### src/design/iq_stream_pkg.sv
/* IQ sample and word types carried on the TX and RX streams.
   The TX word is 16-bit I/Q from the host, the RX word is 12-bit I/Q from the ADC. */

package iq_stream_pkg;

  // ------------------------------
  // Sample and word types
  // ------------------------------
  // One DAC/ADC sample, two's complement
  typedef logic [11:0] sample_t;

  // Host TX word, I in the upper half
  typedef struct packed {
    logic [15:0] i;
    logic [15:0] q;
  } iq_word_t;

  // RX word built from four ADC halves
  typedef struct packed {
    sample_t i;
    sample_t q;
  } rx_word_t;

  // ------------------------------
  // Nibble framing on the host bus
  // ------------------------------
  // Nibbles per TX word, 32 / 4
  localparam int TX_NIBBLES = 8;

  // Nibbles per RX word, 24 / 4
  localparam int RX_NIBBLES = 6;

  // Half samples per frame on the AD9866 port
  localparam int HALVES_PER_FRAME = 4;

endpackage

### src/design/radio_cmd_pkg.sv
/* Command side definitions: Wishbone register map, version and radio configuration.
   Shared by the register block, the modulator and the top level. */

package radio_cmd_pkg;

  // ------------------------------
  // Register map
  // ------------------------------
  typedef logic [3:0] reg_addr_t;

  localparam reg_addr_t ADDR_VERSION   = 4'd0;  // Read only
  localparam reg_addr_t ADDR_CONTROL   = 4'd1;  // Bit0 run, bit1 ptt
  localparam reg_addr_t ADDR_TX_GAIN   = 4'd2;  // Right shift 0..3
  localparam reg_addr_t ADDR_RX_THRESH = 4'd3;  // RX fill threshold
  localparam reg_addr_t ADDR_STATUS    = 4'd4;  // Read only, overflow count

  // Firmware version reported at ADDR_VERSION
  localparam logic [7:0] VERSION_MAJOR = 8'd69;
  localparam logic [7:0] VERSION_MINOR = 8'd3;

  // Radio configuration, 10 bits
  typedef struct packed {
    logic       run;
    logic       ptt;
    logic [1:0] tx_gain;
    logic [5:0] rx_thresh;
  } radio_cfg_t;

  // Master to slave Wishbone classic signals
  typedef struct packed {
    logic        cyc;
    logic        stb;
    logic        we;
    reg_addr_t   adr;
    logic [31:0] dat;
  } wb_req_t;

endpackage

### src/design/cmd_regs.sv
/* Wishbone classic register slave. Holds run, ptt, gain and threshold,
   reports the version and a saturating overflow count. */

`timescale 1ns/100ps

module cmd_regs (
  input  logic                     pi_tx_clk,
  input  logic                     reset,
  input  radio_cmd_pkg::wb_req_t   wb_req,
  input  logic                     overflow_event,
  output logic [31:0]              wb_dat_o,
  output logic                     wb_ack,
  output radio_cmd_pkg::radio_cfg_t cfg
);

  logic [15:0] ovf_cnt;
  logic        wr_en;

  // Write lands on the ack cycle, master still holds adr and dat
  assign wr_en = wb_ack & wb_req.we;

  // ------------------------------
  // Ack and register writes
  // ------------------------------
  always_ff @(posedge pi_tx_clk) begin
    if (reset) begin
      wb_ack  <= 1'b0;
      cfg     <= '0;
      ovf_cnt <= '0;
    end else begin
      // One ack per access, then low for a cycle
      wb_ack <= wb_req.cyc & wb_req.stb & ~wb_ack;
      if (wr_en) begin
        case (wb_req.adr)
          radio_cmd_pkg::ADDR_CONTROL: begin
            cfg.run <= wb_req.dat[0];
            cfg.ptt <= wb_req.dat[1];
          end
          radio_cmd_pkg::ADDR_TX_GAIN:   cfg.tx_gain   <= wb_req.dat[1:0];
          radio_cmd_pkg::ADDR_RX_THRESH: cfg.rx_thresh <= wb_req.dat[5:0];
          // Read-only and unknown addresses ignore writes
          default: ;
        endcase
      end
      // Saturating drop counter
      if (overflow_event && ovf_cnt != 16'hffff) begin
        ovf_cnt <= ovf_cnt + 16'd1;
      end
    end
  end

  // ------------------------------
  // Read mux, sampled by the master while ack is high
  // ------------------------------
  always_comb begin
    case (wb_req.adr)
      radio_cmd_pkg::ADDR_VERSION:
        wb_dat_o = {16'h0, radio_cmd_pkg::VERSION_MAJOR, radio_cmd_pkg::VERSION_MINOR};
      radio_cmd_pkg::ADDR_CONTROL:   wb_dat_o = {30'h0, cfg.ptt, cfg.run};
      radio_cmd_pkg::ADDR_TX_GAIN:   wb_dat_o = {30'h0, cfg.tx_gain};
      radio_cmd_pkg::ADDR_RX_THRESH: wb_dat_o = {26'h0, cfg.rx_thresh};
      radio_cmd_pkg::ADDR_STATUS:    wb_dat_o = {16'h0, ovf_cnt};
      default:                       wb_dat_o = '0;
    endcase
  end

  // Write data is taken on the ack cycle, so the request must not move before it
  a_req_held: assert property (@(posedge pi_tx_clk) disable iff (reset)
    wb_req.cyc && wb_req.stb && !wb_ack |=> $stable(wb_req));

endmodule

### src/design/radio_core.sv
/* Top level of the single-clock radio slice. Connects the Wishbone registers,
   the TX and RX stream paths, and raises the samples-ready flag for the host. */

`timescale 1ns/100ps

module radio_core #(
  parameter int TX_DEPTH = 16,
  parameter int RX_DEPTH = 32
) (
  input  logic                   pi_tx_clk,
  input  logic                   reset,
  // Wishbone
  input  radio_cmd_pkg::wb_req_t wb_req,
  output logic [31:0]            wb_dat_o,
  output logic                   wb_ack,
  // Host TX nibbles
  input  logic [3:0]             pi_tx_data,
  input  logic                   pi_tx_valid,
  // AD9866
  input  logic [5:0]             rffe_ad9866_rx,
  input  logic                   rffe_ad9866_rxsync,
  output logic [5:0]             rffe_ad9866_tx,
  output logic                   rffe_ad9866_txsync,
  output logic                   rffe_ad9866_txquiet_n,
  // Host RX nibbles
  output logic [3:0]             pi_rx_data,
  output logic                   pi_rx_data_valid,
  output logic                   pi_rx_last,
  output logic                   pi_rx_samples
);

  radio_cmd_pkg::radio_cfg_t cfg;
  logic                      overflow_event;

  // TX stream
  iq_stream_pkg::iq_word_t   asm_word;
  logic                      asm_valid;
  logic                      asm_ready;
  logic                      tx_dropped;
  iq_stream_pkg::iq_word_t   txf_word;
  logic                      txf_valid;
  logic                      txf_ready;

  // RX stream
  iq_stream_pkg::rx_word_t   frm_word;
  logic                      frm_valid;
  logic                      frm_ready;
  logic                      rx_dropped;
  iq_stream_pkg::rx_word_t   rxf_word;
  logic                      rxf_valid;
  logic                      rxf_ready;
  logic [$clog2(RX_DEPTH+1)-1:0] rx_level;

  // Either path losing a word counts as overflow
  assign overflow_event = tx_dropped | rx_dropped;

  // ------------------------------
  // Command registers
  // ------------------------------
  cmd_regs u_cmd_regs (
    .pi_tx_clk, .reset, .wb_req, .overflow_event, .wb_dat_o, .wb_ack, .cfg
  );

  // ------------------------------
  // TX path, host to DAC
  // ------------------------------
  tx_nibble_assembler u_tx_asm (
    .pi_tx_clk, .reset, .pi_tx_data, .pi_tx_valid,
    .word_ready(asm_ready), .word(asm_word), .word_valid(asm_valid),
    .word_dropped(tx_dropped)
  );

  stream_fifo #(.payload_t(iq_stream_pkg::iq_word_t), .DEPTH(TX_DEPTH)) u_tx_fifo (
    .pi_tx_clk, .reset,
    .in_data(asm_word), .in_valid(asm_valid), .in_ready(asm_ready),
    .out_data(txf_word), .out_valid(txf_valid), .out_ready(txf_ready),
    .level()
  );

  tx_modulator u_tx_mod (
    .pi_tx_clk, .reset, .cfg,
    .word(txf_word), .word_valid(txf_valid), .word_ready(txf_ready),
    .rffe_ad9866_tx, .rffe_ad9866_txsync, .rffe_ad9866_txquiet_n
  );

  // ------------------------------
  // RX path, ADC to host
  // ------------------------------
  rx_framer u_rx_frm (
    .pi_tx_clk, .reset, .rffe_ad9866_rx, .rffe_ad9866_rxsync,
    .word_ready(frm_ready), .word(frm_word), .word_valid(frm_valid),
    .word_dropped(rx_dropped)
  );

  stream_fifo #(.payload_t(iq_stream_pkg::rx_word_t), .DEPTH(RX_DEPTH)) u_rx_fifo (
    .pi_tx_clk, .reset,
    .in_data(frm_word), .in_valid(frm_valid), .in_ready(frm_ready),
    .out_data(rxf_word), .out_valid(rxf_valid), .out_ready(rxf_ready),
    .level(rx_level)
  );

  rx_nibble_serializer u_rx_ser (
    .pi_tx_clk, .reset,
    .word(rxf_word), .word_valid(rxf_valid), .word_ready(rxf_ready),
    .pi_rx_data, .pi_rx_data_valid, .pi_rx_last
  );

  // Samples ready once the backlog passes the threshold, one cycle late
  always_ff @(posedge pi_tx_clk) begin
    if (reset) begin
      pi_rx_samples <= 1'b0;
    end else begin
      pi_rx_samples <= 32'(rx_level) > 32'(cfg.rx_thresh);
    end
  end

endmodule

### src/design/rx_framer.sv
/* Joins four 6-bit AD9866 receive halves into one 24-bit RX IQ word.
   rxsync marks I high and realigns the frame; a word refused by the FIFO is dropped. */

`timescale 1ns/100ps

module rx_framer (
  input  logic                    pi_tx_clk,
  input  logic                    reset,
  input  logic [5:0]              rffe_ad9866_rx,
  input  logic                    rffe_ad9866_rxsync,
  input  logic                    word_ready,
  output iq_stream_pkg::rx_word_t word,
  output logic                    word_valid,
  output logic                    word_dropped
);

  // 0 waits for sync, 1..3 expect I low, Q high, Q low
  logic [1:0]  phase;
  logic [17:0] acc;
  logic        q_low;

  assign q_low = !rffe_ad9866_rxsync &&
                 (phase == 2'(iq_stream_pkg::HALVES_PER_FRAME - 1));

  // ------------------------------
  // Phase tracking
  // ------------------------------
  always_ff @(posedge pi_tx_clk) begin
    if (reset) begin
      phase      <= 2'd0;
      word_valid <= 1'b0;
    end else begin
      // Word offered the cycle after Q low
      word_valid <= q_low;
      if (rffe_ad9866_rxsync) begin
        phase <= 2'd1;
      end else if (phase != 2'd0) begin
        phase <= phase + 2'd1;  // 3 wraps back to idle
      end
    end
  end

  // ------------------------------
  // Half accumulation
  // ------------------------------
  always_ff @(posedge pi_tx_clk) begin
    acc <= {acc[11:0], rffe_ad9866_rx};
    if (q_low) begin
      word <= iq_stream_pkg::rx_word_t'({acc, rffe_ad9866_rx});
    end
  end

  // Single-cycle offer, so a full FIFO loses the word
  assign word_dropped = word_valid & ~word_ready;

endmodule

### src/design/rx_nibble_serializer.sv
/* Sends RX words to the host as six nibbles, I high first, with last on the sixth.
   The next word is popped on the last nibble so words run back to back. */

`timescale 1ns/100ps

module rx_nibble_serializer (
  input  logic                    pi_tx_clk,
  input  logic                    reset,
  input  iq_stream_pkg::rx_word_t word,
  input  logic                    word_valid,
  output logic                    word_ready,
  output logic [3:0]              pi_rx_data,
  output logic                    pi_rx_data_valid,
  output logic                    pi_rx_last
);

  logic [2:0]  nib_cnt;
  logic        busy;
  logic        end_nib;
  logic [23:0] shift;

  assign end_nib    = busy && (nib_cnt == 3'(iq_stream_pkg::RX_NIBBLES - 1));
  // Idle or finishing, either way room for the next word
  assign word_ready = !busy || end_nib;

  // ------------------------------
  // Nibble counter
  // ------------------------------
  always_ff @(posedge pi_tx_clk) begin
    if (reset) begin
      busy    <= 1'b0;
      nib_cnt <= '0;
    end else if (word_valid && word_ready) begin
      busy    <= 1'b1;
      nib_cnt <= '0;
    end else if (busy) begin
      if (end_nib) begin
        busy    <= 1'b0;
        nib_cnt <= '0;
      end else begin
        nib_cnt <= nib_cnt + 3'd1;
      end
    end
  end

  // Held word shifts up one nibble per cycle
  always_ff @(posedge pi_tx_clk) begin
    if (word_valid && word_ready) begin
      shift <= word;
    end else if (busy) begin
      shift <= {shift[19:0], 4'h0};
    end
  end

  // ------------------------------
  // Host outputs
  // ------------------------------
  assign pi_rx_data       = shift[23:20];
  assign pi_rx_data_valid = busy;
  assign pi_rx_last       = end_nib;

endmodule

### src/design/stream_fifo.sv
/* Synchronous FIFO with a registered output stage and valid/ready on both sides.
   Payload type and depth come from the instantiating module; level counts all words held. */

`timescale 1ns/100ps

module stream_fifo #(
  parameter type payload_t = logic [31:0],
  parameter int  DEPTH     = 16
) (
  input  logic                           pi_tx_clk,
  input  logic                           reset,
  input  payload_t                       in_data,
  input  logic                           in_valid,
  output logic                           in_ready,
  output payload_t                       out_data,
  output logic                           out_valid,
  input  logic                           out_ready,
  output logic [$clog2(DEPTH+1)-1:0]     level
);

  localparam int AW = $clog2(DEPTH);
  localparam int CW = $clog2(DEPTH + 1);

  payload_t        mem [DEPTH];
  logic [AW-1:0]   wr_ptr;
  logic [AW-1:0]   rd_ptr;
  logic [CW-1:0]   cnt;      // Words in memory, not in the output stage
  logic            push;
  logic            pop;
  logic            load;     // Output stage takes a new word
  logic            mem_wr;
  logic            mem_rd;

  assign level    = cnt + CW'(out_valid);
  assign in_ready = level < CW'(DEPTH);
  assign push     = in_valid & in_ready;
  assign pop      = out_valid & out_ready;
  assign load     = ~out_valid | pop;
  // Empty memory with a free output stage bypasses straight through
  assign mem_rd   = load & (cnt != '0);
  assign mem_wr   = push & ~(load & (cnt == '0));

  // ------------------------------
  // Pointers and counts
  // ------------------------------
  always_ff @(posedge pi_tx_clk) begin
    if (reset) begin
      wr_ptr    <= '0;
      rd_ptr    <= '0;
      cnt       <= '0;
      out_valid <= 1'b0;
    end else begin
      if (mem_wr) begin
        wr_ptr <= (wr_ptr == AW'(DEPTH - 1)) ? '0 : wr_ptr + 1'b1;
      end
      if (mem_rd) begin
        rd_ptr <= (rd_ptr == AW'(DEPTH - 1)) ? '0 : rd_ptr + 1'b1;
      end
      if (mem_wr && !mem_rd) begin
        cnt <= cnt + 1'b1;
      end else if (!mem_wr && mem_rd) begin
        cnt <= cnt - 1'b1;
      end
      if (load) begin
        out_valid <= (cnt != '0) | push;
      end
    end
  end

  // ------------------------------
  // Storage and output register
  // ------------------------------
  always_ff @(posedge pi_tx_clk) begin
    if (mem_wr) begin
      mem[wr_ptr] <= in_data;
    end
    if (load) begin
      out_data <= (cnt != '0) ? mem[rd_ptr] : in_data;
    end
  end

  // Level moves by exactly one per accepted push or pop, bypass included
  a_level_track: assert property (@(posedge pi_tx_clk) disable iff (reset)
    1'b1 |=> level == $past(level) + CW'($past(push)) - CW'($past(pop)));

  // A word left in memory always has the output stage filled ahead of it
  a_no_stranded: assert property (@(posedge pi_tx_clk) disable iff (reset)
    cnt != '0 |-> out_valid);

endmodule

### src/design/tx_modulator.sv
/* Drains TX words while run and ptt are set, scales each sample by the gain shift
   and sends I high, I low, Q high, Q low halves on the AD9866 transmit port. */

`timescale 1ns/100ps

module tx_modulator (
  input  logic                       pi_tx_clk,
  input  logic                       reset,
  input  radio_cmd_pkg::radio_cfg_t  cfg,
  input  iq_stream_pkg::iq_word_t    word,
  input  logic                       word_valid,
  output logic                       word_ready,
  output logic [5:0]                 rffe_ad9866_tx,
  output logic                       rffe_ad9866_txsync,
  output logic                       rffe_ad9866_txquiet_n
);

  logic                    en;
  logic [1:0]              phase;    // Next half to send
  iq_stream_pkg::sample_t  i_smp;
  iq_stream_pkg::sample_t  q_smp;
  iq_stream_pkg::sample_t  i_hold;
  iq_stream_pkg::sample_t  q_hold;

  // Upper 12 bits, arithmetic shift by the gain setting
  function automatic iq_stream_pkg::sample_t scale(input logic [15:0] field,
                                                   input logic [1:0]  gain);
    scale = iq_stream_pkg::sample_t'($signed(field[15:4]) >>> gain);
  endfunction

  assign en         = cfg.run & cfg.ptt;
  assign word_ready = en && (phase == 2'd0);
  assign i_smp      = scale(word.i, cfg.tx_gain);
  assign q_smp      = scale(word.q, cfg.tx_gain);

  // ------------------------------
  // Frame sequencer
  // ------------------------------
  always_ff @(posedge pi_tx_clk) begin
    if (reset) begin
      phase                 <= 2'd0;
      rffe_ad9866_tx        <= '0;
      rffe_ad9866_txsync    <= 1'b0;
      rffe_ad9866_txquiet_n <= 1'b0;
    end else begin
      rffe_ad9866_txquiet_n <= en;
      rffe_ad9866_txsync    <= 1'b0;
      rffe_ad9866_tx        <= '0;
      if (!en) begin
        // Quiet, FIFO left untouched
        phase <= 2'd0;
      end else begin
        case (phase)
          2'd0: begin
            // New frame starts with I high and sync
            if (word_valid) begin
              rffe_ad9866_tx     <= i_smp[11:6];
              rffe_ad9866_txsync <= 1'b1;
              phase              <= 2'd1;
            end
          end
          2'd1: begin
            rffe_ad9866_tx <= i_hold[5:0];
            phase          <= 2'd2;
          end
          2'd2: begin
            rffe_ad9866_tx <= q_hold[11:6];
            phase          <= 2'd3;
          end
          default: begin
            rffe_ad9866_tx <= q_hold[5:0];
            phase          <= 2'd0;
          end
        endcase
      end
    end
  end

  // Scaled samples kept for the rest of the frame
  always_ff @(posedge pi_tx_clk) begin
    if (word_valid && word_ready) begin
      i_hold <= i_smp;
      q_hold <= q_smp;
    end
  end

endmodule

### src/design/tx_nibble_assembler.sv
/* Packs eight host nibbles, MSB first, into one TX IQ word.
   A word that finds the FIFO full is dropped and flagged. */

`timescale 1ns/100ps

module tx_nibble_assembler (
  input  logic                   pi_tx_clk,
  input  logic                   reset,
  input  logic [3:0]             pi_tx_data,
  input  logic                   pi_tx_valid,
  input  logic                   word_ready,
  output iq_stream_pkg::iq_word_t word,
  output logic                   word_valid,
  output logic                   word_dropped
);

  logic [2:0]  nib_cnt;
  logic [27:0] shift;
  logic        last_nib;

  // Eighth nibble of the word on the bus
  assign last_nib = pi_tx_valid && (nib_cnt == 3'(iq_stream_pkg::TX_NIBBLES - 1));

  // ------------------------------
  // Nibble counter and word strobe
  // ------------------------------
  always_ff @(posedge pi_tx_clk) begin
    if (reset) begin
      nib_cnt    <= '0;
      word_valid <= 1'b0;
    end else begin
      // Offered for exactly one cycle
      word_valid <= last_nib;
      if (pi_tx_valid) begin
        nib_cnt <= nib_cnt + 3'd1;  // Wraps after the eighth
      end
    end
  end

  // ------------------------------
  // Payload shift
  // ------------------------------
  always_ff @(posedge pi_tx_clk) begin
    if (pi_tx_valid) begin
      shift <= {shift[23:0], pi_tx_data};
    end
    // I high byte ends up on top
    if (last_nib) begin
      word <= iq_stream_pkg::iq_word_t'({shift, pi_tx_data});
    end
  end

  // No backpressure to the host, so a refused word is lost
  assign word_dropped = word_valid & ~word_ready;

endmodule

### config.mk
export PLATFORM = sky130hd
export DESIGN_NAME = radio_core
export DESIGN_NICKNAME = d
export VERILOG_FILES = /design/src/design/iq_stream_pkg.sv /design/src/design/radio_cmd_pkg.sv /design/src/design/cmd_regs.sv /design/src/design/radio_core.sv /design/src/design/rx_framer.sv /design/src/design/rx_nibble_serializer.sv /design/src/design/stream_fifo.sv /design/src/design/tx_modulator.sv /design/src/design/tx_nibble_assembler.sv
export SDC_FILE = /design/constraint.sdc
export NUM_CORES = 1
export LEC_CHECK = 0
export BUFFER_PORTS_ARGS = -buffer_cell sky130_fd_sc_hd__buf_4
export CAP_MARGIN = 20
export CORE_ASPECT_RATIO = 1.5
export CORE_MARGIN = 2
export CORE_UTILIZATION = 51
export DETAILED_ROUTE_END_ITERATION = 7
export GPL_ROUTABILITY_DRIVEN = 0
export GPL_TIMING_DRIVEN = 0
export HOLD_SLACK_MARGIN = 0.1
export PLACE_DENSITY = 0.67
export SYNTH_ARGS = -nofsm -noshare
export SYNTH_HDL_FRONTEND = slang
export SYNTH_SLANG_ARGS = --single-unit
### constraint.sdc
create_clock -name pi_tx_clk -period 9.8 [get_ports pi_tx_clk]
set_input_delay 0.98 -clock pi_tx_clk [delete_from_list [all_inputs] [get_ports pi_tx_clk]]
set_output_delay 0.98 -clock pi_tx_clk [all_outputs]
set_load 0.03 [all_outputs]
# Word level (Yosys, flattened, before mapping)
# Memory sizes are Yosys's and may differ from the RTL's. A register that Yosys moved wholly into a read port is not among the register bits.
# Cells that the tools add are included.
# word_totals
ff_bits	280
ramBits	1280
in_bits	53
out_inout_bits	48
wordCells	173
mem_count	2
# classes
n_addsub	14
n_lt_le_gt_ge	3
eq_ne	15
shifts	2
n_mux	32
bitwise	30
n_reduce_logical	36
# memory_table
memory	depth	width	read_ports	rd_clocked_by_memory_dff	wr	line_no	source
u_rx_fifo.mem	32	24	1	1	1	stream_fifo.sv:24	payload_t mem [DEPTH];
u_tx_fifo.mem	16	32	1	1	1	stream_fifo.sv:24	
# op_table
operator	n
16-bit case mux with 5 select lines	1
24-bit 2-to-1 mux	3
32-bit 2-to-1 mux	1
5-bit 2-to-1 mux	6
12-bit by 2-bit >>> shifter with 12-bit output	2
6-bit 2-to-1 mux	3
6-bit case mux with 3 select lines	1
16-bit by 1-bit adder with 16-bit output, second input constant	1
1-bit bitwise AND	16
4-bit 2-to-1 mux	4
16-bit inequality test, second input constant	1
5-bit by 1-bit adder with 5-bit output, second input constant	3
1-bit logical AND	11
5-bit == test, second input constant	2
1-bit 2-to-1 mux	10
2-bit nonzero test	5
1-bit NOT	9
4-bit by 1-bit adder with 4-bit output, second input constant	2
4-bit by 2-bit == test with 1-bit output, second input constant	2
4-bit == test, second input constant	2
3-bit by 1-bit adder with 3-bit output, second input constant	2
6-bit by 1-bit adder with 6-bit output	1
6-bit by 1-bit adder with 6-bit output, second input constant	1
3-bit == test, second input constant	2
27 further kinds	41

# Depth between registers and ports, before layout
# Gate-level depths: netlist of the first run.
# depth
word_depth	12
depth_mapped	16
mapped_depth_nobuf	16

# Cells and area by module
# A second synthesis of the first run with hierarchy kept.
# unflattened
hier_cells	3310
hier_area_um2	61356.3
# modules_own_cells
mod	n_inst	cells_per_inst	area_per_inst_um2	seq_area_each_um2
stream_fifo (u_rx_fifo)	1	1775	31905.6	24223.2
stream_fifo (u_tx_fifo)	1	1014	21618.2	16696.0
tx_nibble_assembler	1	75	1969.4	1881.8
tx_modulator	1	109	1581.5	740.7
cmd_regs	1	182	1542.7	540.5
rx_nibble_serializer	1	76	1326.3	800.8
rx_framer	1	57	1233.7	1141.1
radio_core	1	22	178.9	20.0

# Worst setup path after synthesis of the first run
# OpenSTA, ideal clock, no wires.
# synth_timing
kind	register -> register
startpoint	register u_tx_mod.phase[0]
endpoint	memory u_tx_fifo.mem[7][10] (netlist name), enable pin
setup_time_ns	0.440
arrival_ns	3.947
t_required_ns	9.360
slack_ns	5.412
stages_incl_launch_ff	8
path_buffers	1
period_less_slack_ns	4.388
path_cell_list	dfxtp_1 -> inv_1 -> ha_1 -> nand3_1 -> nand2_1 -> a2111oi_0 -> buf_2 -> nor3b_1
# synth_via
elab_chain_cells	9
# synth_rtl
element	line_no	source
from (decl)	tx_modulator.sv:19	logic [1:0] phase;
from (signal assigned)	tx_modulator.sv:41	phase <= 2'd0;
from (signal assigned)	tx_modulator.sv:51	phase <= 2'd0;
from (signal assigned)	tx_modulator.sv:59	phase <= 2'd1;
2-bit logical NOT	tx_modulator.sv:32	assign word_ready = en && (phase == 2'd0);
1-bit logical AND	tx_modulator.sv:32	
1-bit bitwise AND	stream_fifo.sv:37	assign pop = out_valid & out_ready;
1-bit OR	stream_fifo.sv:38	assign load = ~out_valid | pop;
1-bit bitwise AND	stream_fifo.sv:41	assign mem_wr = push & ~(load & (cnt == '0));
1-bit NOT	stream_fifo.sv:41	
1-bit bitwise AND	stream_fifo.sv:41	
named net u_tx_fifo.mem_wr	stream_fifo.sv:31	logic mem_wr;
1-bit 2-to-1 mux	stream_fifo.sv:74	if (mem_wr) begin
1-bit 2-to-1 mux (not written as such)	stream_fifo.sv:75	mem[wr_ptr] <= in_data;
to (decl)	stream_fifo.sv:24	
# The timed path passes the listed nets, and every way through them passes these cells.

# Worst setup path after layout of the first run
# layout_timing
startpoint	register u_rx_fifo.cnt[2]
endpoint	register u_rx_fifo.cnt[5]
# layout_via
elab_chain_cells	7
word_cells_on_any_way	18
classes_between	add/sub: 3; order compare: 1; mux: 2; bitwise: 5; reduce/logical: 7
# layout_rtl
element	line_no	source
from (decl)	stream_fifo.sv:27	logic [CW-1:0] cnt;
from (signal assigned)	stream_fifo.sv:60	cnt <= cnt + 1'b1;
from (signal assigned)	stream_fifo.sv:62	cnt <= cnt - 1'b1;
6-bit by 1-bit adder with 6-bit output / 6-bit logical NOT (equally long branches)	stream_fifo.sv:34, stream_fifo.sv:41	
6-bit less-than comparator / 1-bit bitwise AND (equally long branches)	stream_fifo.sv:35, stream_fifo.sv:41	
1-bit bitwise AND / 1-bit NOT (equally long branches)	stream_fifo.sv:36, stream_fifo.sv:41	
1-bit bitwise AND	stream_fifo.sv:41	
1-bit logical NOT	stream_fifo.sv:61	end else if (!mem_wr && mem_rd) begin
1-bit logical AND	stream_fifo.sv:61	
2-bit nonzero test (no line)	n/a	
# Several ways; a longest one is shown, not always the timed one. The select of a mux whose other input is x is not followed.
# A chain may end at the register's enable or synchronous reset.

==> results of run 1 <==
[synth_stat cells, types with 13 or more instances]
master,instances,share of area
edfxtp_1,1318,0.71
buf_2,47,0.0042
buf_4,20,0.0027
o22ai_1,24,0.0027
ha_1,40,0.0090
mux2_2,53,0.011
nand3_1,15,0.0014
a22o_1,48,0.0076
a221oi_1,61,0.0096
dfxtp_1,107,0.039
buf_1,13,0.00088
a21oi_1,87,0.0078
o21ai_0,13,0.0012
nor2_1,119,0.0080
nor3_1,13,0.0012
a22oi_1,99,0.013
o41ai_1,25,0.0039
mux2i_1,411,0.074
nand2_1,66,0.0045
clkbuf_1,106,0.0072
and3_1,18,0.0020
mux4_2,138,0.056
inv_1,36,0.0024
[worst max-delay path: stages, from the launching register on]
cell and delay (ns):
dfxtp_1 0.39, nor4_1 0.32, nor3b_1 0.87, nand2b_1 0.20, clkbuf_1 0.33, ha_1 0.31
inv_1 0.16, ha_1 0.36, nor2b_1 0.21, nand2_1 0.07, o311ai_0 0.44, xnor2_1 0.17
nor2_1 0.05
[worst paths after layout]
| path | from | end | slack [ns] |
|---|---|---|---|
| setup / recovery | u_rx_fifo.cnt[2] | u_rx_fifo.cnt[5] | 5.78 |
| hold reg to reg | u_rx_frm.acc[0] | u_rx_frm.acc[6] | 0.35 |
| hold / removal | rffe_ad9866_rx[3] | u_rx_frm.acc[3] | 0.32 |
| setup reg to reg | u_rx_fifo.cnt[2] | u_rx_fifo.cnt[5] | 5.78 |
[power by group]
group	total (mW)	switching (mW)	internal, mW
sequential	7.01	0.143	6.87
combinational	3.29	1.93	1.36
clock	5.16	2.23	2.93
[cells by family after synthesis]
group | count (synthesis) | share of synthesized area
buffers and inverters | 224 | 0.0177
other | 1 | 0.0000675
muxes | 603 | 0.141
xor gates and xnor gates | 18 | 0.00284
and+or+nand+nor | 306 | 0.0265
adders and majority gates | 42 | 0.00974
AOI/OAI and AO/OA | 388 | 0.0506
DFF | 1425 | 0.751
[cell type report]
class	instances	area, µm²
plain buffers	187	843
clock buffers	163	3570
clock inverters	74	774
fillers	7935	44200
inverters	37	139
multi-input cells	1373	13200
flip-flops and latches	1425	41700
well taps	1425	1780
repair buffers	132	2050
[sequential cells by signal (all words and copies together) (netlist names), 12 cells and up, named ones only]
register	count
u_rx_ser.shift	24
u_cmd_regs.ovf_cnt	16
u_tx_asm.word	24
u_rx_fifo.mem	768
u_tx_mod.q_hold	12
u_tx_fifo.mem	384
u_tx_fifo.out_data	24
u_rx_frm.acc	18
u_rx_frm.word	24
u_rx_fifo.out_data	24
u_tx_asm.shift	28
[routing by layer]
layer / global-route usage / up-vias
li1: - / 12700
met1: 0.274 / 15200
met2: 0.465 / 1154
met3: 0.0393 / 337
met4: 0.168 / 4
met5: 0 / -
==> impl_metrics.yaml, run 1 <==
final_layout:
  insertedDiodeCount: 0
  nets: 3383
  final_area_mm2: 0.0641
  layout.cells.most_common: "edfxtp_1"
  syn_to_final_growth_pct: 15.5
  drive_above_1_share: 0.192
  fin_util: 0.592
  final_cells: 4816
  most-common-layout-cells: "edfxtp_1, mux2i_1, mux4_2, clkbuf_16, clkbuf_1"
place:
  port_buffers: 55
  place_hpwl_um: 94700
  pre_cts_slack_ns: 5.40
  place_inst: 4557
  post_dp_cell_area_mm2: 0.0592
worst_setup_path:
  worstPathRequired_ns: 10.42
  crit_type: "register to register"
  r2r_cells: 12
  startpoint_type: "register"
  critical_path.max_fanout: 10
  end_kind: "register"
  arrival_ns: 4.64
drt:
  route.detailed.drc: 0
  met1_length_um: 47900
  final_antenna_net_count: 0
  firstDrtPassIters: 7
  wl_met3_um: 7730
  routed.top_layer: "met5"
  vias: 29300
  via_per_inst: 6.09
  wl_per_cell_um: 29.6
  totalWireLength_um: 143000
  drt_iter0_markers: 2777
  wl_met2_um: 76600
sta:
  drv_slew: 0
  finalSetupViolations: 0
  fin_skew_ns: 0.0393
  holdWs_ns: 0.324
  timing.final.crit_share: 0.410
  worst_slack_ns: 5.78
  hold_violations: 0
  slew_headroom: 0.265
  finalSetupTns_ns: 0
  worst_pin_slew_ns: 1.10
  fmax_mhz: 249
  rsz0062_at_grt: "false"
  fin_crit_ns: 4.02
grt:
  grt_pass1_vias: 30300
  grt-ovfl-total: 0
  grt_pass1_wl_um: 203000
  grt_max_degree: 34
  antenna_found_initial: 2
  grt_use_total: 0.256
clock_network:
  numCtsBuffers: 132
  clk_pin_slew_ns: 0.07
  post_cts_buffers: 0
  htree_levels: 4
  cts_tree: "done"
  cts.sinks: 1425
  root_buffer: "clkbuf_16"
  cts_max_path_buffers: 3
  clkLatencyLatePin_ns: 0.77
  cts-resized-gates: 0
  postCtsHoldBufs: 0
yosys:
  async_reset_ff_frac: 0
  synthCells: 3007
  syn_avg_cell_area_um2: 18.5
  synth_seq_area_share: 0.751
  ys_types: 63
  synthesis.area_mm2: 0.0555
  synth-seq-cells: 1425
  synth_ff_type: "edfxtp_1"
  ys.warnings.count: 0
  synth-edff-count: 1318
run_status:
  status: "finished clean"
min_path:
  hold_class: "input port to register"
  whs_path_depth: 1
floorplanning:
  start_util: 0.513
  placementRows: 148
  die-area_mm2: 0.112
  die_w_um: 273
  coreArea_mm2: 0.108
  die_h_um: 408
  io_pins: 101
power:
  p_leak_nw: 20.7
  power_density_mw_per_mm2: 241
  p_total_mw: 15.5
  peakVddDrop_uv: 170
run:
  maxCapViolCount: 0
Note: power is estimated with default switching activity, not from simulation.
==> inputs of run 2 (changes only) <==
Clock period 9.8 ns to 4.1 ns, I/O delays scaled along.
==> impl_metrics.yaml, run 2 (synthesis gave the netlist of run 1 again) <==
run_status:
  status: "finished clean"
drt:
  wl_per_cell_um: 29.7
  wl_met3_um: 7390
  route.detailed.drc: 0
  totalWireLength_um: 144000
  final_antenna_net_count: 0
  wl_met2_um: 75400
  drt_iter0_markers: 2965
  routed.top_layer: "met5"
  vias: 29300
  met1_length_um: 48400
  via_per_inst: 6.06
  firstDrtPassIters: 5
floorplanning:
  die_w_um: 273
  start_util: 0.513
  die_h_um: 408
  die-area_mm2: 0.112
  placementRows: 148
  io_pins: 101
  coreArea_mm2: 0.108
clock_network:
  cts.sinks: 1425
  cts_max_path_buffers: 3
  htree_levels: 4
  root_buffer: "clkbuf_16"
  clkLatencyLatePin_ns: 0.76
  cts_tree: "done"
  numCtsBuffers: 130
  clk_pin_slew_ns: 0.07
final_layout:
  largest_reg_flops: 768
  nets: 3404
  drive_above_1_share: 0.188
  regMostFlops: "u_rx_fifo.mem"
  most-common-layout-cells: "edfxtp_1, mux2i_1, clkbuf_1, mux4_2, clkbuf_16"
  syn_to_final_growth_pct: 16.1
  layout.cells.most_common: "edfxtp_1"
  final_area_mm2: 0.0645
  fillers: 7743
  fin_util: 0.595
  final_cells: 4838
  top_regs: "u_rx_fifo.mem (768), u_tx_fifo.mem (384), u_tx_asm.shift (28)"
sta:
  rsz0062_at_grt: "false"
  worst_pin_slew_ns: 1.20
  holdWs_ns: 0.152
  slew_headroom: 0.197
  fin_skew_ns: 0.0284
  fin_crit_ns: 3.93
  finalSetupTns_ns: 0
  finalSetupViolations: 0
  timing.final.crit_share: 0.960
  fmax_mhz: 254
  drv_slew: 0
  hold_violations: 0
  worst_slack_ns: 0.165
worst_setup_path:
  end_kind: "register"
  critical_path.max_fanout: 10
  r2r_cells: 7
  crit_type: "register to register"
  reg2reg_slack_ns: 0.17
  startpoint_type: "register"
  rr_endpoint: "u_rx_fifo.out_data[8]"
  arrival_ns: 4.41
  worstPathRequired_ns: 4.57
min_path:
  worst_hold_path.endpoint: "u_cmd_regs.cfg[6]"
  whs_path_depth: 5
  hold_class: "input port to register"
  min_from: "wb_req[36]"
grt:
  grt_pass1_wl_um: 205000
  grt_max_degree: 34
  antenna_found_initial: 4
  grt_use_total: 0.260
  grt-ovfl-total: 0
  grt_pass1_vias: 30400
place:
  port_buffers: 55
  pre_cts_slack_ns: -0.217
  place_inst: 4559
  place_hpwl_um: 96300
  post_dp_cell_area_mm2: 0.0596
power:
  peakVddDrop_uv: 413
  power_density_mw_per_mm2: 570
  p_leak_nw: 20.8
  p_total_mw: 36.8
run:
  maxCapViolCount: 0
run 2: metal layers:
layer,GRT usage,vias up
met5,0,-
met4,0.197,2
met3,0.0376,379
met2,0.458,1152
met1,0.281,15100
li1,-,12700
run 2: area by class of cell:
| type | instances | area, µm² | area share |
|---|---|---|---|
| Buffer | 187 | 843 | 0.0131 |
| Clock inverter | 53 | 572 | 0.00887 |
| Antenna cell | 2 | 5.00 | 0.0000776 |
| Clock buffer | 181 | 3650 | 0.0566 |
| Tap cell | 1425 | 1780 | 0.0277 |
| Multi-Input combinational cell | 1373 | 13300 | 0.206 |
| Timing Repair Buffer | 155 | 2490 | 0.0387 |
| Inverter | 37 | 139 | 0.00215 |
| Sequential cell | 1425 | 41700 | 0.647 |
run 2: repair_timing:
item / CTS / global route
pin swaps: 2 / 0
hold buffers: 19 / 0
resized for setup: 2 / 3
hold endpoints to repair: 30 / 0
cloned: 0 / 0
setup buffers: 5 / 0
setup endpoints to repair: 226 / 3
run 2: worst max-delay path by stage:
| stage | from | end | slack (ns) | cells after the start |
|---|---|---|---|---|
| finish | register | u_rx_fifo.out_data[8] | 0.17 | 7 |
| global route | u_rx_fifo.out_valid | u_rx_fifo.cnt[5] | 0.02 | 13 |
| CTS | u_tx_mod.phase[0] | u_tx_fifo.cnt[4] | 0.05 | 14 |
| detailed placement | u_tx_mod.phase[0] | u_tx_fifo.mem[1][12] | -0.22 | 9 |
| global placement | u_tx_mod.phase[0] | u_tx_fifo.mem[5][24] | -1.60 | 8 |
| floorplan | u_tx_mod.phase[0] | u_tx_fifo.mem[13][10] | 0.42 | 8 |
run 2: power by group:
| part | switching (mW) | internal [mW] | total (mW) |
|---|---|---|---|
| registers | 0.333 | 16.4 | 16.8 |
| clock network | 5.22 | 6.83 | 12.1 |
| logic | 4.71 | 3.25 | 7.96 |
| total | 10.3 | 26.5 | 36.8 |
run 2: worst max-delay path, stage by stage (launching register included):
cell	delay [ns]
dfxtp_1	0.40
nor2b_1	0.16
clkbuf_1	0.42
clkbuf_1	0.93
buf_1	0.54
a22oi_1	0.20
a21oi_1	0.83
o41ai_1	0.15
==> inputs of run 3 (changes only) <==
Settings changed: PLACE_DENSITY 0.67 to 0.79.
==> impl_metrics.yaml, run 3 (synthesis gave the netlist of run 1 again) <==
run_status:
  status: "finished clean"
floorplanning:
  start_util: 0.513
  die_w_um: 273
  die-area_mm2: 0.112
  die_h_um: 408
  placementRows: 148
  coreArea_mm2: 0.108
  io_pins: 101
worst_setup_path:
  cp_top_family: "compound AO/OA/AOI/OAI gates"
  worstPathRequired_ns: 4.67
  critical_path_buf_inv_count: 4
  crit_chain: "buf_2, buf_2, buf_2, buf_2, mux2i_1, a221oi_1, o22ai_1, o41ai_1"
  crit_type: "register to register"
  arrival_ns: 4.47
  critical_path.max_fanout: 10
  slowest_stage: "a221oi_1"
  end_kind: "register"
  startpoint_type: "register"
  path_common_cell: "buf_2"
  crit_path_max_incr_delay_ns: 0.90
drt:
  final_antenna_net_count: 0
  via_per_inst: 6.28
  totalWireLength_um: 141000
  drt_iter0_markers: 3701
  firstDrtPassIters: 6
  vias: 30200
  wl_per_cell_um: 29.2
  route.detailed.drc: 0
grt:
  antenna_found_initial: 8
  grt-ovfl-total: 0
  grt_pass1_vias: 30600
  grt_max_degree: 34
  grt_use_total: 0.250
  grt_pass1_wl_um: 200000
clock_network:
  htree_levels: 3
  cts_max_path_buffers: 3
  clkLatencyLatePin_ns: 0.77
  clk_pin_slew_ns: 0.07
  root_buffer: "clkbuf_16"
  cts.sinks: 1425
  numCtsBuffers: 120
  cts_tree: "done"
final_layout:
  nets: 3384
  regMostFlops: "u_rx_fifo.mem"
  drive_above_1_share: 0.185
  insertedDiodeCount: 0
  multi_input_area_mm2: 0.0133
  seq_area_mm2: 0.0417
  fillers: 7502
  layout.cells.most_common: "edfxtp_1"
  top_regs: "u_rx_fifo.mem (768), u_tx_fifo.mem (384), u_tx_asm.shift (28)"
  syn_to_final_growth_pct: 15.2
  most-common-layout-cells: "edfxtp_1, mux2i_1, mux4_2, clkbuf_1, clkbuf_16"
  fin_util: 0.590
  largest_reg_flops: 768
  final_cells: 4819
sta:
  slew_headroom: 0.251
  hold_violations: 0
  finalSetupViolations: 0
  drv_slew: 0
  worst_pin_slew_ns: 1.12
  fmax_mhz: 256
  timing.final.crit_share: 0.951
  rsz0062_at_grt: "false"
  holdWs_ns: 0.141
  fin_crit_ns: 3.90
  worst_slack_ns: 0.201
  fin_skew_ns: 0.0971
place:
  port_buffers: 55
  pre_cts_slack_ns: -0.241
  place_hpwl_um: 90600
  place_inst: 4557
power:
  p_total_mw: 36.4
  combinationalPowerShare: 0.219
  p_sw_frac: 0.283
  power_density_mw_per_mm2: 570
  peakVddDrop_uv: 415
  p_int_mw: 26.1
  switchingPower_mw: 10.3
  p_clk_frac: 0.321
  p_leak_nw: 20.6
  power_frac_seq: 0.461
min_path:
  hold_class: "input port to register"
run:
  maxCapViolCount: 0
run 3: changes by cell type in the layout (fill, tap and decap cells not counted), sizes merged:
cell / before / now
bufinv: 9 / 16
clkinv: 36 / 59
clkbuf: 287 / 248
diode: 2 / 0
buf: 217 / 204
inv: 43 / 42
clkinvlp: 2 / 8
run 3: what timing repair did:
| item | in CTS | in global routing |
|---|---|---|
| hold buffers | 19 | 0 |
| setup buffers | 2 | 0 |
| pin swaps | 1 | 0 |
| gates resized for setup | 1 | 4 |
| endpoints found under the hold margin | 34 | 0 |
| endpoints found under the setup margin | 56 | 192 |
run 3: worst paths after layout:
kind | startpoint | end | slack, ns | depth (start not counted)
max reg2reg | register | u_rx_fifo.out_data[9] | 0.20 | 8
min | pi_tx_valid | u_tx_asm.shift[7] | 0.14 | 1
max | register | u_rx_fifo.out_data[9] | 0.20 | 8
min reg2reg | u_rx_frm.acc[3] | u_rx_frm.acc[9] | 0.28 | 0
run 3: metrics by stage:
step | TNS, ns | area (µm²)
CTS | 0 | 63700
global placement | -1498.53 | 57800
finish | 0 | 63900
floorplan | 0 | 55600
detailed placement | -3.74 | 59400
global route | 0 | 63900
run 3: metal layers:
metal | track usage | routed length [µm]
met1 | 0.271 | 45300
met2 | 0.439 | 72700
met3 | 0.0462 | 11400
met4 | 0.175 | 11200
met5 | 0 | 81
run 3: power by group through the flow:
stage	clock network (mW)	logic (mW)	registers, mW
floorplan	0	5.28	16.9
finish	11.7	7.96	16.8
global route	12.3	8.31	16.8
detailed placement	0	7.60	17.1
global placement	0	7.42	17.1
CTS	11.7	7.69	16.8
run 3: final cells by class:
| class | count | share of cell area |
|---|---|---|
| Sequential cell | 1425 | 0.652 |
| Multi-Input combinational cell | 1373 | 0.207 |
| Clock buffer | 139 | 0.0481 |
| Timing Repair Buffer | 145 | 0.0336 |
| Tap cell | 1425 | 0.0279 |
| Clock inverter | 88 | 0.0152 |
| Buffer | 187 | 0.0132 |
| Inverter | 37 | 0.00217 |
